File: src/include/raster_defs.svh
`ifndef RASTER_DEFS_SVH
`define RASTER_DEFS_SVH

// screen coordinates are unsigned.
`define RASTER_COORD_W 16

// edge values and coefficients are signed.
`define RASTER_EDGE_W 32

`endif

File: src/logic/geom_pkg.sv
package geom_pkg;

`include "raster_defs.svh"

    parameter int COORD_W = `RASTER_COORD_W;
    parameter int EDGE_W  = `RASTER_EDGE_W;

    // evaluates a*x + b*y + c at one pixel.
    function automatic logic signed [EDGE_W-1:0] edge_at(
        input logic signed [EDGE_W-1:0] a,
        input logic signed [EDGE_W-1:0] b,
        input logic signed [EDGE_W-1:0] c,
        input logic [COORD_W-1:0]       x,
        input logic [COORD_W-1:0]       y
    );
        logic signed [EDGE_W-1:0] xs;
        logic signed [EDGE_W-1:0] ys;
        xs = {{(EDGE_W-COORD_W){1'b0}}, x};
        ys = {{(EDGE_W-COORD_W){1'b0}}, y};
        return a * xs + b * ys + c;
    endfunction

endpackage

File: src/logic/edge_lane.sv
`default_nettype none
`timescale 1ns/10ps

module edge_lane
    import geom_pkg::*;
#(
    parameter int LANE_INDEX = 0
) (
    input  wire logic [COORD_W-1:0]         span_x,
    input  wire logic signed [EDGE_W-1:0]   e0, e1, e2,
    input  wire logic signed [EDGE_W-1:0]   ea0, ea1, ea2,
    input  wire logic [COORD_W-1:0]         span_x1,
    output logic                            covered
);

    logic signed [EDGE_W-1:0] offset;
    logic signed [EDGE_W-1:0] f0, f1, f2;
    logic                     in_box;

    assign offset = EDGE_W'(LANE_INDEX);

    // step each edge from the span start to this lane.
    assign f0 = e0 + ea0 * offset;
    assign f1 = e1 + ea1 * offset;
    assign f2 = e2 + ea2 * offset;

    // lanes past the right box edge belong to no pixel.
    assign in_box = ({1'b0, span_x} + (COORD_W+1)'(LANE_INDEX)) <= {1'b0, span_x1};

    assign covered = in_box && !f0[EDGE_W-1] && !f1[EDGE_W-1] && !f2[EDGE_W-1];

endmodule

File: config.mk
export PLATFORM = sky130hd
export DESIGN_NAME = edge_lane
export DESIGN_NICKNAME = d
export VERILOG_FILES = /design/src/logic/geom_pkg.sv /design/src/logic/edge_lane.sv
export VERILOG_INCLUDE_DIRS = /design/src /design/src/include
export SDC_FILE = /design/constraint.sdc
export NUM_CORES = 1
export LEC_CHECK = 0
export CAP_MARGIN = 30
export CORE_AREA = 2 2 88 90
export DETAILED_ROUTE_END_ITERATION = 10
export DIE_AREA = 0 0 90 92
export DONT_BUFFER_PORTS = 1
export SETUP_SLACK_MARGIN = 0.15
export SYNTH_ARGS = -nofsm -noshare
export SYNTH_HDL_FRONTEND = slang
export SYNTH_SLANG_ARGS = --single-unit
export TNS_END_PERCENT = 100
File: constraint.sdc
create_clock -name vclk -period 1.4
set_input_delay 0.07 -clock vclk [all_inputs]
set_output_delay 0.07 -clock vclk [all_outputs]
set_load 0.05 [all_outputs]
# == After elaboration in Yosys (flattened, before gate mapping) ==
# Cells that the tools add are included.
# op_classes
reduce_logical,6
order_cmp,1
# op_table
op,count
$le 16x16->1,1
$logic_and 1x1->1,3
$logic_not 1->1,3
# word_totals
out_inout_bits,1
wordCells,7
register_bits,0

# == Depth between registers and ports, before layout ==
# depth
depth_word,4
depth_mapped,6
ltp_nobuf,6

# == Worst setup path before layout ==
# No wires, ideal clock.
# synth_timing
path_kind,input port to output port
startpoint,input port span_x1[15]
endpoint,output port covered
path_buffers,0
stages,6
path_slack_ps,-371
t_required_ps,1330
arrival_ps,1701
cell_sequence,inv_1 ha_1 a21oi_1 o211ai_1 a311o_1 o31ai_2
# synth_via
elab_chain_cells,4
# synth_rtl
item,line,text
"start, declared",edge_lane.sv:12,"input wire logic [COORD_W-1:0] span_x1,"
$le 16x16->1,edge_lane.sv:28,"assign in_box = ({1'b0, span_x} + (COORD_W+1)'(LANE_INDEX)) <= {1'b0, span_x1};"
$logic_and 1x1->1 (3 in a row),edge_lane.sv:30,assign covered = in_box && !f0[EDGE_W-1] && !f1[EDGE_W-1] && !f2[EDGE_W-1];
"end, declared",edge_lane.sv:13,output logic covered
# No other way between the ends.

# == Worst setup path in the final report ==
# layout_timing
startpoint,input port span_x1[9]
endpoint,output port covered
# The elaborated chain is that of the path after synthesis.

==> results <==
- The flow ran to the end, and the final reports show no timing, DRC or antenna violations.
- The fraction of final layout cells sized beyond drive strength 1 is 0.548.
- The initial antenna violation count was 0.
- The overall power consumption is 0.196 mW.
- The number of port buffers is 0.
- After synthesis the cells add up to 430 um^2.
- In the global route stage, overall resource usage came out at 0.0321.
- The synthesized netlist net count is 296.
- The proportion of synthesized chip area in sequential cells is 0.
- The first global-routing pass estimated 2190 um of wire.
- Setup repair after global routing could not meet its margin everywhere.
- The cell taking the most area after synthesis is ha_1.
- The share of total power dissipated in sequential elements is 0.
- The final RePlAce weighted congestion is 0.617.
- The ratio of total power to cell area is 234 nW/um^2.
- The static leakage is 0.308 nW.
- The worst hold path was traced through 5 stages.
- The area enclosed by the die boundary is 8280 um^2.
- The layout has 0 clock buffers.
- The number of global-route vias before repair is 458.
- Sorting the synthesized cells by area gives the leading types as ha_1, inv_1, a21oi_1.
- The finished cells cover 836 um^2.
- In the finished design the tool counted flip-flops and latches totalling 0.
- By count the netlist is led by ha_1, inv_1, a21oi_1.
- Walking the worst path, the cells encountered are inv_1 > ha_4 > a21oi_2 > nor3_1 > a311o_1 > o31ai_4 > buf_12.
- The floorplan row count is 32.
- The sum of negative setup slack is 0 ns.
- The antenna diode count is 0.
- The detailed-routing iteration count for the pre-antenna-repair pass is 3.
- The slowest stage of the critical path is the a311o_1 cell.
- Measured against its own limit, the worst slew margin works out to 0.814.
- The via-per-instance ratio is 2.58.
- The number of max-slew violations in the final report is 0.
- The delay of the slowest cell on the worst path is 0.36 ns.
- Averaged over all synthesized cells, the footprint is 7.69 um^2.
- The number of nets in the final layout is 304.
- The class of the most critical hold timing path is input port to output port.
- The number of violations of the max-capacitance limit is 0.
- The total wire length after detailed routing is 1350 um.
- Measured along the x axis, the die boundary spans 90 um.
- In this run, the number of DRC markers left after iteration 0 of detailed routing was 1.
- Entering global routing, the biggest net connects 5 pins.
- The area growth from synthesis to final layout is 94.2%.
- Prior to clock tree synthesis, the placed netlist has a worst setup slack of -0.211 ns.
- Setup violations remaining at the end of the flow were counted as 0.
- The number of unique standard cell types used by synthesis is 18.
- The final route contains 423 vias.
- The worst setup path is of the input port to output port kind.
- The effective utilization at floorplan is 0.0578.
- The number of failing hold endpoints at the final stage was 0.
- After global routing the overflow that remains totals 0.
- Of the post-synthesis cell area, the dominant cell type holds 0.465.
- The number of remaining DRC errors is 0.
- The path with the worst hold slack has its endpoint at covered.
- The I/O pin count is 225.
- The share of the clock period used by the worst path after layout is 0.992.
- Across the whole layout, storage elements account for 0 um^2.
- The placed wire-length estimate is 1230 um.
- The count of filler cells inserted in the layout is 875.
- The count of yosys warnings during synthesis is 0.
- The time the final worst path needs with I/O delays and setup is 1.39 ns.
- STA classifies the critical path startpoint as an input port.
- The antenna violation net count after detailed routing is 0.
- The setup slack after layout is 0.0112 ns.
- The data arrival time at the worst-slack endpoint is 1.32 ns.
- The maximum fanout along the worst path is 2.
- The launch instance of the worst min-delay path is e2[31].
- The relative contribution of the clock network to total power is 0.
- The core region is 7450 um^2.
- The worst-margin pin slew is 0.278 ns.
- The synthesized netlist cell count is 56.
- The height of the die is 92 um.
- The switching share of power is 0.484.
- STA classifies the critical path endpoint as an output port.
- The post-placement cell area is 668 um^2.
- Once layout is complete, the utilization of the core stands at 0.112.
- The cts-stage hold buffer count is 0.
- Derived from the worst setup path, the maximum achievable clock frequency is 720 MHz.
- IR analysis of the VDD net gives a maximum drop of 0.0808 mV.
- The net switching power is 0.0947 mW.
- The average detailed-routed wire length per instance is 8.24 um.
- The worst path required time is 1.33 ns.
- The share of total power dissipated in combinational logic is 1.000.
- Internal power comes to 0.101 mW.
[logic make-up (layout without fill, tap and decap cells)]
family / count (synthesis) / in the layout / share of synthesized area
fa+ha+maj: 16 / 16 / 0.465
compound gates: 13 / 13 / 0.227
buf+inv: 16 / 22 / 0.140
simple gates: 11 / 11 / 0.169
[power by group through the flow]
stage	Sequential [mW]	Clock [mW]	Combinational [mW]
2_1_floorplan	0	0	0.100
3_3_place_gp	0	0	0.138
3_5_place_dp	0	0	0.140
4_1_cts	0	0	0.198
5_1_grt	0	0	0.219
6_report	0	0	0.196
[metal layers]
layer  track usage  wire length (um)  vias up
met5             0                 0        -
met4             0                 0        0
li1              -                 -      212
met3       0.00493                81        0
met1        0.0422               568      190
met2        0.0589               701       21
[placed cells by master (no fill, tap or decap)]
master      n
nand4_1     1
inv_12      1
a21oi_1     3
inv_1       7
ha_1        6
a21oi_2     2
o211ai_1    2
inv_2       3
buf_4       4
a311o_1     1
nand2_1     1
and4_1      1
inv_6       2
nand4_4     1
buf_12      1
a21o_1      2
inv_4       3
nor3_2      1
nor3_1      1
nand2_4     1
a21boi_4    1
nor4_4      1
nand3_1     2
o31ai_4     1
buf_6       1
nor2b_1     1
ha_4       10
a2111oi_2   1
[timing repair]
| item | CTS | global route |
|---|---|---|
| gates resized for setup | 33 | 0 |
| endpoints found under the setup margin | 1 | 1 |
| pin swaps | 13 | 2 |
| buffers inserted | 3 | 0 |
| gates cloned | 0 | 0 |
[critical path, delay by kind of cell]
kind,cells,cell delay [ns]
adder cells (fa/ha/maj),1,0.21
AO/OA/AOI/OAI,3,0.72
buffers and inverters,2,0.25
AND/OR/NAND/NOR,1,0.07
[cell type report]
class | count | area [um^2] | area share
Timing Repair Buffer | 6 | 61.3 | 0.0734
Inverter | 16 | 90.1 | 0.108
Multi-Input combinational cell | 40 | 557 | 0.666
Tap cell | 102 | 128 | 0.153
[per-stage QoR]
stage	hold slack [ns]	instances
floorplan	0.430	56
global placement	0.642	161
detailed placement	0.656	161
CTS	0.661	164
global route	0.706	164
finish	0.653	164
[worst max path at each step]
stage,from,slack (ns),to,depth (start not counted)
after floorplan,span_x1[15],-0.09,covered,6
after global placement,span_x1[15],-0.31,covered,7
after detailed placement,span_x1[15],-0.21,covered,7
after CTS,span_x1[5],0.001,covered,7
after global routing,span_x1[7],-0.07,covered,7
final,span_x1[9],0.01,covered,7
No activity file was read; power rests on OpenSTA's default activity.
