$ cat src/include/raster_defs.svh
`ifndef RASTER_DEFS_SVH
`define RASTER_DEFS_SVH

// screen coordinates are unsigned.
`define RASTER_COORD_W 16

// edge values and coefficients are signed.
`define RASTER_EDGE_W 32

`endif

$ cat src/logic/pixel_pkg.sv
package pixel_pkg;

`include "raster_defs.svh"

    // pixel coordinates share the geometry width.
    parameter int PIX_W   = `RASTER_COORD_W;
    parameter int COLOR_W = 12;

    parameter int DEF_WIDTH  = 320;
    parameter int DEF_HEIGHT = 240;
    parameter int DEF_LANES  = 4;

endpackage

$ cat src/logic/span_drain.sv
`default_nettype none
`timescale 1ns/10ps

module span_drain
    import pixel_pkg::*;
#(
    parameter int LANES = 4
) (
    input  wire logic                   clk,
    input  wire logic                   rst_n,
    input  wire logic                   span_valid,
    input  wire logic [LANES-1:0]       cover_mask,
    input  wire logic [PIX_W-1:0]       span_x, span_y,
    input  wire logic [COLOR_W-1:0]     span_color,
    input  wire logic                   last_span,
    input  wire logic                   reject,
    input  wire logic                   out_ready,
    output logic                        span_ready,
    output logic                        out_valid,
    output logic [PIX_W-1:0]            pixel_x, pixel_y,
    output logic [COLOR_W-1:0]          pixel_color,
    output logic                        done
);

    localparam int IDX_W = (LANES > 1) ? $clog2(LANES) : 1;

    logic [LANES-1:0] mask_q;
    logic [LANES-1:0] low;
    logic [LANES-1:0] rest;
    logic [IDX_W-1:0] idx;
    logic [PIX_W-1:0] x_q;
    logic             last_q;
    logic             load;
    logic             fire;

    assign span_ready = (mask_q == '0);
    assign out_valid  = !span_ready;
    assign load       = span_valid && span_ready;
    assign fire       = out_valid && out_ready;

    // lowest lane goes first.
    assign low  = mask_q & (~mask_q + 1'b1);
    assign rest = mask_q & ~low;

    always_comb begin
        idx = '0;
        for (int i = 0; i < LANES; i++) begin
            if (low[i]) begin
                idx = IDX_W'(i);
            end
        end
    end

    assign pixel_x = x_q + PIX_W'(idx);

    always_ff @(posedge clk or negedge rst_n) begin
        if (!rst_n) begin
            mask_q <= '0;
            last_q <= 1'b0;
            done   <= 1'b0;
        end else begin
            // an empty final span ends the triangle as soon as it is taken.
            done <= reject
                 || (load && last_span && cover_mask == '0)
                 || (fire && last_q && rest == '0);
            if (load) begin
                mask_q <= cover_mask;
                last_q <= last_span;
            end else if (fire) begin
                mask_q <= rest;
            end
        end
    end

    always_ff @(posedge clk) begin
        if (load) begin
            x_q         <= span_x;
            pixel_y     <= span_y;
            pixel_color <= span_color;
        end
    end

endmodule

$ cat config.mk
export PLATFORM = sky130hd
export DESIGN_NAME = span_drain
export DESIGN_NICKNAME = d
export VERILOG_FILES = /design/src/logic/pixel_pkg.sv /design/src/logic/span_drain.sv
export VERILOG_INCLUDE_DIRS = /design/src /design/src/include
export SDC_FILE = /design/constraint.sdc
export NUM_CORES = 1
export LEC_CHECK = 0
export ABC_AREA = 1
export ABC_CLOCK_PERIOD_IN_PS = 2500
export BUFFER_PORTS_ARGS = -buffer_cell sky130_fd_sc_hd__buf_4
export CAP_MARGIN = 20
export CORE_ASPECT_RATIO = 1.1
export CORE_MARGIN = 1.5
export CORE_UTILIZATION = 45
export CTS_CLUSTER_DIAMETER = 100
export DETAILED_ROUTE_END_ITERATION = 16
export GPL_TIMING_DRIVEN = 0
export PLACE_DENSITY_LB_ADDON = 0.05
export SYNTH_ARGS = -nofsm -noshare
export SYNTH_HDL_FRONTEND = slang
export SYNTH_SLANG_ARGS = --single-unit
$ cat constraint.sdc
create_clock -name clk -period 2.5 [get_ports clk]
set_input_delay 0.125 -clock clk [delete_from_list [all_inputs] [get_ports clk]]
set_output_delay 0.125 -clock clk [all_outputs]
set_load 0.005 [all_outputs]
Word level (Yosys, flattened, before mapping)
Cells that the tools add are included.
{"block": "totals", "ff_bits": 50, "wordCells": 30}
{"block": "classes", "n_addsub": 2, "muxes": 5, "bitwise": 4, "reduce_logical": 13}
{"op": "16-bit by 2-bit adder with 16-bit output", "count": 1}
{"op": "4-bit zero test", "count": 3}
{"op": "4-bit bitwise AND", "count": 2}
{"op": "4-bit two-way mux", "count": 2}
{"op": "4-bit NOT", "count": 2}
{"op": "1-bit logical AND", "count": 6}
{"op": "4-bit by 1-bit adder with 4-bit output (second input constant)", "count": 1}
{"op": "2-bit two-way mux", "count": 2}
{"op": "1-bit logical OR", "count": 2}
{"op": "2-bit nonzero test", "count": 1}
{"op": "1-bit zero test", "count": 1}
{"op": "1-bit two-way mux", "count": 1}

Longest topological paths before layout
{"block": "depth", "word_depth": 8, "depth_mapped": 10, "mapped_depth_nobuf": 10}

Worst setup path before layout
No wires, ideal clock.
{"block": "synth_path", "kind": "reg-to-output", "startpoint": "reg mask_q[1]", "endpoint": "out pixel_x[10]", "arrival_time_ns": 1.564, "required_ns": 2.375, "setup_slack_ns": 0.811, "path_stages_with_launch": 9, "path_buffers": 0, "path_cell_list": "dfrtp_1 -> a21oi_1 -> nor2_1 -> ha_1 -> fa_1 -> nand3_2 -> nor2_4 -> nand2_2 -> xnor2_1"}
{"block": "synth_between", "elab_chain_cells": 7}
{"item": "start: declaration", "line_no": "span_drain.sv:27", "text": "logic [LANES-1:0] mask_q;"}
{"item": "start signal: assignment", "line_no": "span_drain.sv:67", "text": "mask_q <= cover_mask;"}
{"item": "start signal: assignment", "line_no": "span_drain.sv:70", "text": "mask_q <= rest;"}
{"item": "4-bit NOT", "line_no": "span_drain.sv:42", "text": "assign low = mask_q & (~mask_q + 1'b1);"}
{"item": "4-bit by 1-bit adder with 4-bit output", "line_no": "span_drain.sv:42"}
{"item": "4-bit bitwise AND *", "line_no": "span_drain.sv:42"}
{"item": "1-bit two-way mux", "line_no": "span_drain.sv:48", "text": "if (low[i]) begin"}
{"item": "2-bit two-way mux", "line_no": "span_drain.sv:48"}
{"item": "2-bit two-way mux *", "line_no": "span_drain.sv:48"}
{"item": "16-bit by 2-bit adder with 16-bit output *", "line_no": "span_drain.sv:54", "text": "assign pixel_x = x_q + PIX_W'(idx);"}
{"item": "end: declaration", "line_no": "span_drain.sv:20", "text": "output logic [PIX_W-1:0] pixel_x, pixel_y,"}
Every way passes the cells marked *; elsewhere a longest branch is shown, timed or not.

Worst setup path after layout
Ends and elaborated chain as after synthesis.

==> Flow_metrics.wiki <==
{| class="wikitable"
! Metric !! Value
|-
| Result of the run || complete, no violations
|-
| Die Height || about 74 um
|-
| Transition time at the pin with the least slew margin || 0.7645 ns
|-
| Critical Path End Type || output port
|-
| Width of the die || between 60 and 70 um
|-
| Total congestion overflow after global routing || 0
|-
| Clock power share || 22.5%
|-
| Post-Syn Instances || 163
|-
| Vias in the first global route || 1,760
|-
| TritonCTS Sinks || 50
|-
| GRT Util Overall || 21.42%
|-
| Cell variety after synth || 23
|-
| Leakage power of the design || 1.538 nW
|-
| Global-route wire length before repair || around 7700 um
|-
| Share of flip-flops with an asynchronous set or reset || 12.00%
|-
| Number of max-capacitance violations reported || 0
|-
| Total count of hold-check failures in the final report || 0
|-
| Count of buffers from port buffering || 100
|-
| Placement-stage worst setup slack || 0.5094 ns
|-
| Slack of the worst reg-to-reg path || 0.78 ns
|-
| Die area || 0.005029 mm^2
|-
| Area added between synthesis and finish || 67.99%
|-
| Fraction of layout cells with a size suffix above 1 || a little under two fifths
|-
| Starting density of the core || a little under half
|-
| Diode count || 0
|-
| Placed Instance Area || just under 0.003 mm^2
|-
| Worst IR drop on VDD || ~0.53 mV
|-
| Maximum root-to-sink buffer count || 2
|-
| Reg-to-reg startpoint || mask_q[1]$_DFFE_PN0P_
|-
| # H-tree levels || 2
|-
| Sequential power share || 42.8%
|-
| Net switching fraction of the power || between 20% and 30%
|-
| Average routed wire per standard cell || approximately 13 um
|-
| Number of flops mapped to enable cells by yosys || 44
|-
| Clock latency at the later pin of the worst-skew pair || 0.30 ns
|-
| Depth of the most critical reg-to-reg path || 3
|-
| Number of nets at the end of the flow || 372
|-
| Routed vias/inst || 4.589
|-
| Net count of the mapped netlist || 220
|-
| Initial detailed-routing violation count || 55
|-
| Crit path arrival time || 2.11 ns
|-
| Part of the power in combinational logic || 34.7%
|-
| Cell chosen for the clock root || sky130_fd_sc_hd__clkbuf_8
|-
| Shortest period the worst path allows || about 2.2 ns
|-
| Path class of the lowest-slack min-delay path || input port to register
|-
| Clock buffer count from CTS || 5
|-
| Largest net degree at the start of global routing || 51
|-
| Worst-case headroom to the max-slew limit || 49.03%
|-
| RSZ-0062 raised after global routing || no
|-
| Post-route ant nets || 0
|-
| Clock tree from TritonCTS || done
|-
| Total net switching power || 0.8864 mW
|-
| Share of synthesized area occupied by flip-flops and latches || 70.89%
|-
| Number of remaining DRC errors || 0
|-
| Number of search-and-repair iterations in the first detailed-routing pass || 4
|-
| Element type at the critical path start || register
|-
| Internal power || approximately 2.1 mW
|-
| Worst-case hold slack || 0.03157 ns
|-
| Detailed-route wire length || between 4000 and 5000 um
|-
| Placeable core region || 0.004379 mm^2
|-
| Worst hold path cell count || 3
|-
| Synth Register Bits || 50
|-
| Std cell rows || 25
|-
| Power Dens Cells || 849.9 mW/mm^2
|-
| Min setup slack post-route || 0.2613 ns
|-
| Commonest non-fill, non-tap cell in the layout || sky130_fd_sc_hd__buf_4
|-
| Final max-slew violation count || 0
|-
| Half-perimeter wire length of the detailed placement result || between 3000 and 4000 um
|-
| Post-synthesis area per instance || 12.73 um^2
|-
| Setup clock skew after layout || 0.006601 ns
|-
| Type of the worst setup path || register to output port
|-
| CP startpoint || mask_q[1]$_DFFE_PN0P_
|-
| Maximum fanout count along the critical path || 6
|-
| Synth Flop Type || sky130_fd_sc_hd__edfxtp_1
|-
| Number of vias after detailed routing || 1,698
|-
| Final Power || 2.964 mW
|-
| Required time reported for the critical path endpoint || 2.38 ns
|-
| Period utilisation layout || between 80% and 90%
|-
| Antenna violations before repair || 0
|-
| Final std cell area, no fill || 0.003487 mm^2
|-
| Final setup violation count || 0
|-
| Top Ports || between 100 and 150
|-
| Summed negative setup slack over all endpoints || 0 ns
|-
| Mapped Area || 0.002076 mm^2
|-
| Maximum operating frequency || 0.4467 GHz
|-
| Commonest cells after routing, fill and taps aside || sky130_fd_sc_hd__buf_4, sky130_fd_sc_hd__dlygate4sd3_1, sky130_fd_sc_hd__edfxtp_1, sky130_fd_sc_hd__nand2_1, sky130_fd_sc_hd__nor2_1
|-
| Hold_sp || reject
|-
| Clock-pin slew of the registers on the worst-case setup and hold paths || 0.09 ns
|-
| Number of filler cells placed in the layout || 270
|-
| Routability cong. || 0.7443
|-
| Synth Warn # || 0
|}
[worst paths after layout]
kind,end
worst max-delay path,pixel_x[10]
worst min-delay path,done$_DFF_PN0_
worst max register to register,pixel_y[15]$_DFFE_PN_
worst min register to register,last_q$_DFFE_PN0N_
max in group asynchronous,mask_q[1]$_DFFE_PN0P_
min in group asynchronous,mask_q[0]$_DFFE_PN0P_
[Yosys cell counts (2+ instances only)]
master                     instances  share of area, %
sky130_fd_sc_hd__xnor2_1           5               2.1
sky130_fd_sc_hd__edfxtp_1         44                64
sky130_fd_sc_hd__inv_1            13               2.4
sky130_fd_sc_hd__dfrtp_1           6               7.2
sky130_fd_sc_hd__nand2_1          38               6.9
sky130_fd_sc_hd__nor2_1           15               2.7
sky130_fd_sc_hd__nand2_2           5               1.5
sky130_fd_sc_hd__ha_1              2               1.2
sky130_fd_sc_hd__nor2_4            2               1.1
sky130_fd_sc_hd__o21ai_1           2              0.48
sky130_fd_sc_hd__xor2_1            3               1.3
sky130_fd_sc_hd__nand4_1           4               1.2
sky130_fd_sc_hd__nand3_1          14               3.4
[power by group through the flow]
stage / clock network (mW) / registers, mW / logic (mW)
finish: 0.667 / 1.27 / 1.03
global placement: 0 / 1.27 / 0.953
detailed placement: 0 / 1.28 / 0.971
global route: 0.712 / 1.29 / 1.16
floorplan: 0 / 1.27 / 0.477
CTS: 0.683 / 1.26 / 1.03
[metal layers]
layer / GRT usage [%] / share of wire, % / vias to the layer above / wire (um)
li1: - / - / 857 / -
met2: 39.22 / 55 / 61 / 2652
met5: 0 / 0 / - / 0
met1: 22.15 / 35 / 771 / 1700
met3: 7.716 / 7.5 / 9 / 362
met4: 7.937 / 2.2 / 0 / 108
[cells by family (layout without fill, tap and decap cells)]
logic type / count (synthesis) / count (layout) / synth area share, %
AOI/OAI and AO/OA: 4 / 4 / 1.266
xor gates and xnor gates: 8 / 8 / 3.376
adders and majority gates: 3 / 3 / 2.170
buffers and inverters: 13 / 166 / 2.351
DFF: 50 / 50 / 70.89
and+or+nand+nor: 85 / 85 / 19.95
[metrics by stage]
step | instances | utilization (%)
2_1_floorplan | 163 | -
3_3_place_gp | 317 | 66.09
3_5_place_dp | 317 | 66.09
4_1_cts | 370 | 79.51
5_1_grt | 370 | 79.63
6_report | 370 | 79.63
[state kept, by name (all words and copies together) (netlist names)]
signal and flops:
done 1, mask_q 4, pixel_color 12, x_q 16, last_q 1, pixel_y 16
[what timing repair did]
| action | CTS | global route |
|---|---|---|
| hold endpoints to repair | 50 | 0 |
| hold buffers | 45 | 0 |
| gates resized for setup | 0 | 1 |
| setup buffers | 0 | 0 |
| endpoints found under the setup margin | 0 | 1 |
[layout make-up]
type / count / area [um^2] / area share, %
Inverter: 13 / 48.80 / 1.399
Clock buffer: 5 / 68.82 / 1.973
Sequential cell: 50 / 1471 / 42.20
Timing Repair Buffer: 145 / 1201 / 34.45
Multi-Input combinational cell: 100 / 560.5 / 16.07
Clock inverter: 3 / 68.82 / 1.973
Tap cell: 54 / 67.56 / 1.938
[worst max-delay path, cell delays in order, from the launching register on]
cell and delay (ns):
sky130_fd_sc_hd__dfrtp_1 0.46, sky130_fd_sc_hd__a21oi_1 0.15, sky130_fd_sc_hd__nor2_1 0.06, sky130_fd_sc_hd__ha_1 0.22
sky130_fd_sc_hd__fa_1 0.41, sky130_fd_sc_hd__nand3_2 0.13, sky130_fd_sc_hd__nor2_4 0.07, sky130_fd_sc_hd__nand2_2 0.08
sky130_fd_sc_hd__xnor2_1 0.11, sky130_fd_sc_hd__buf_4 0.12
No activity file was read; power rests on OpenSTA's default activity.
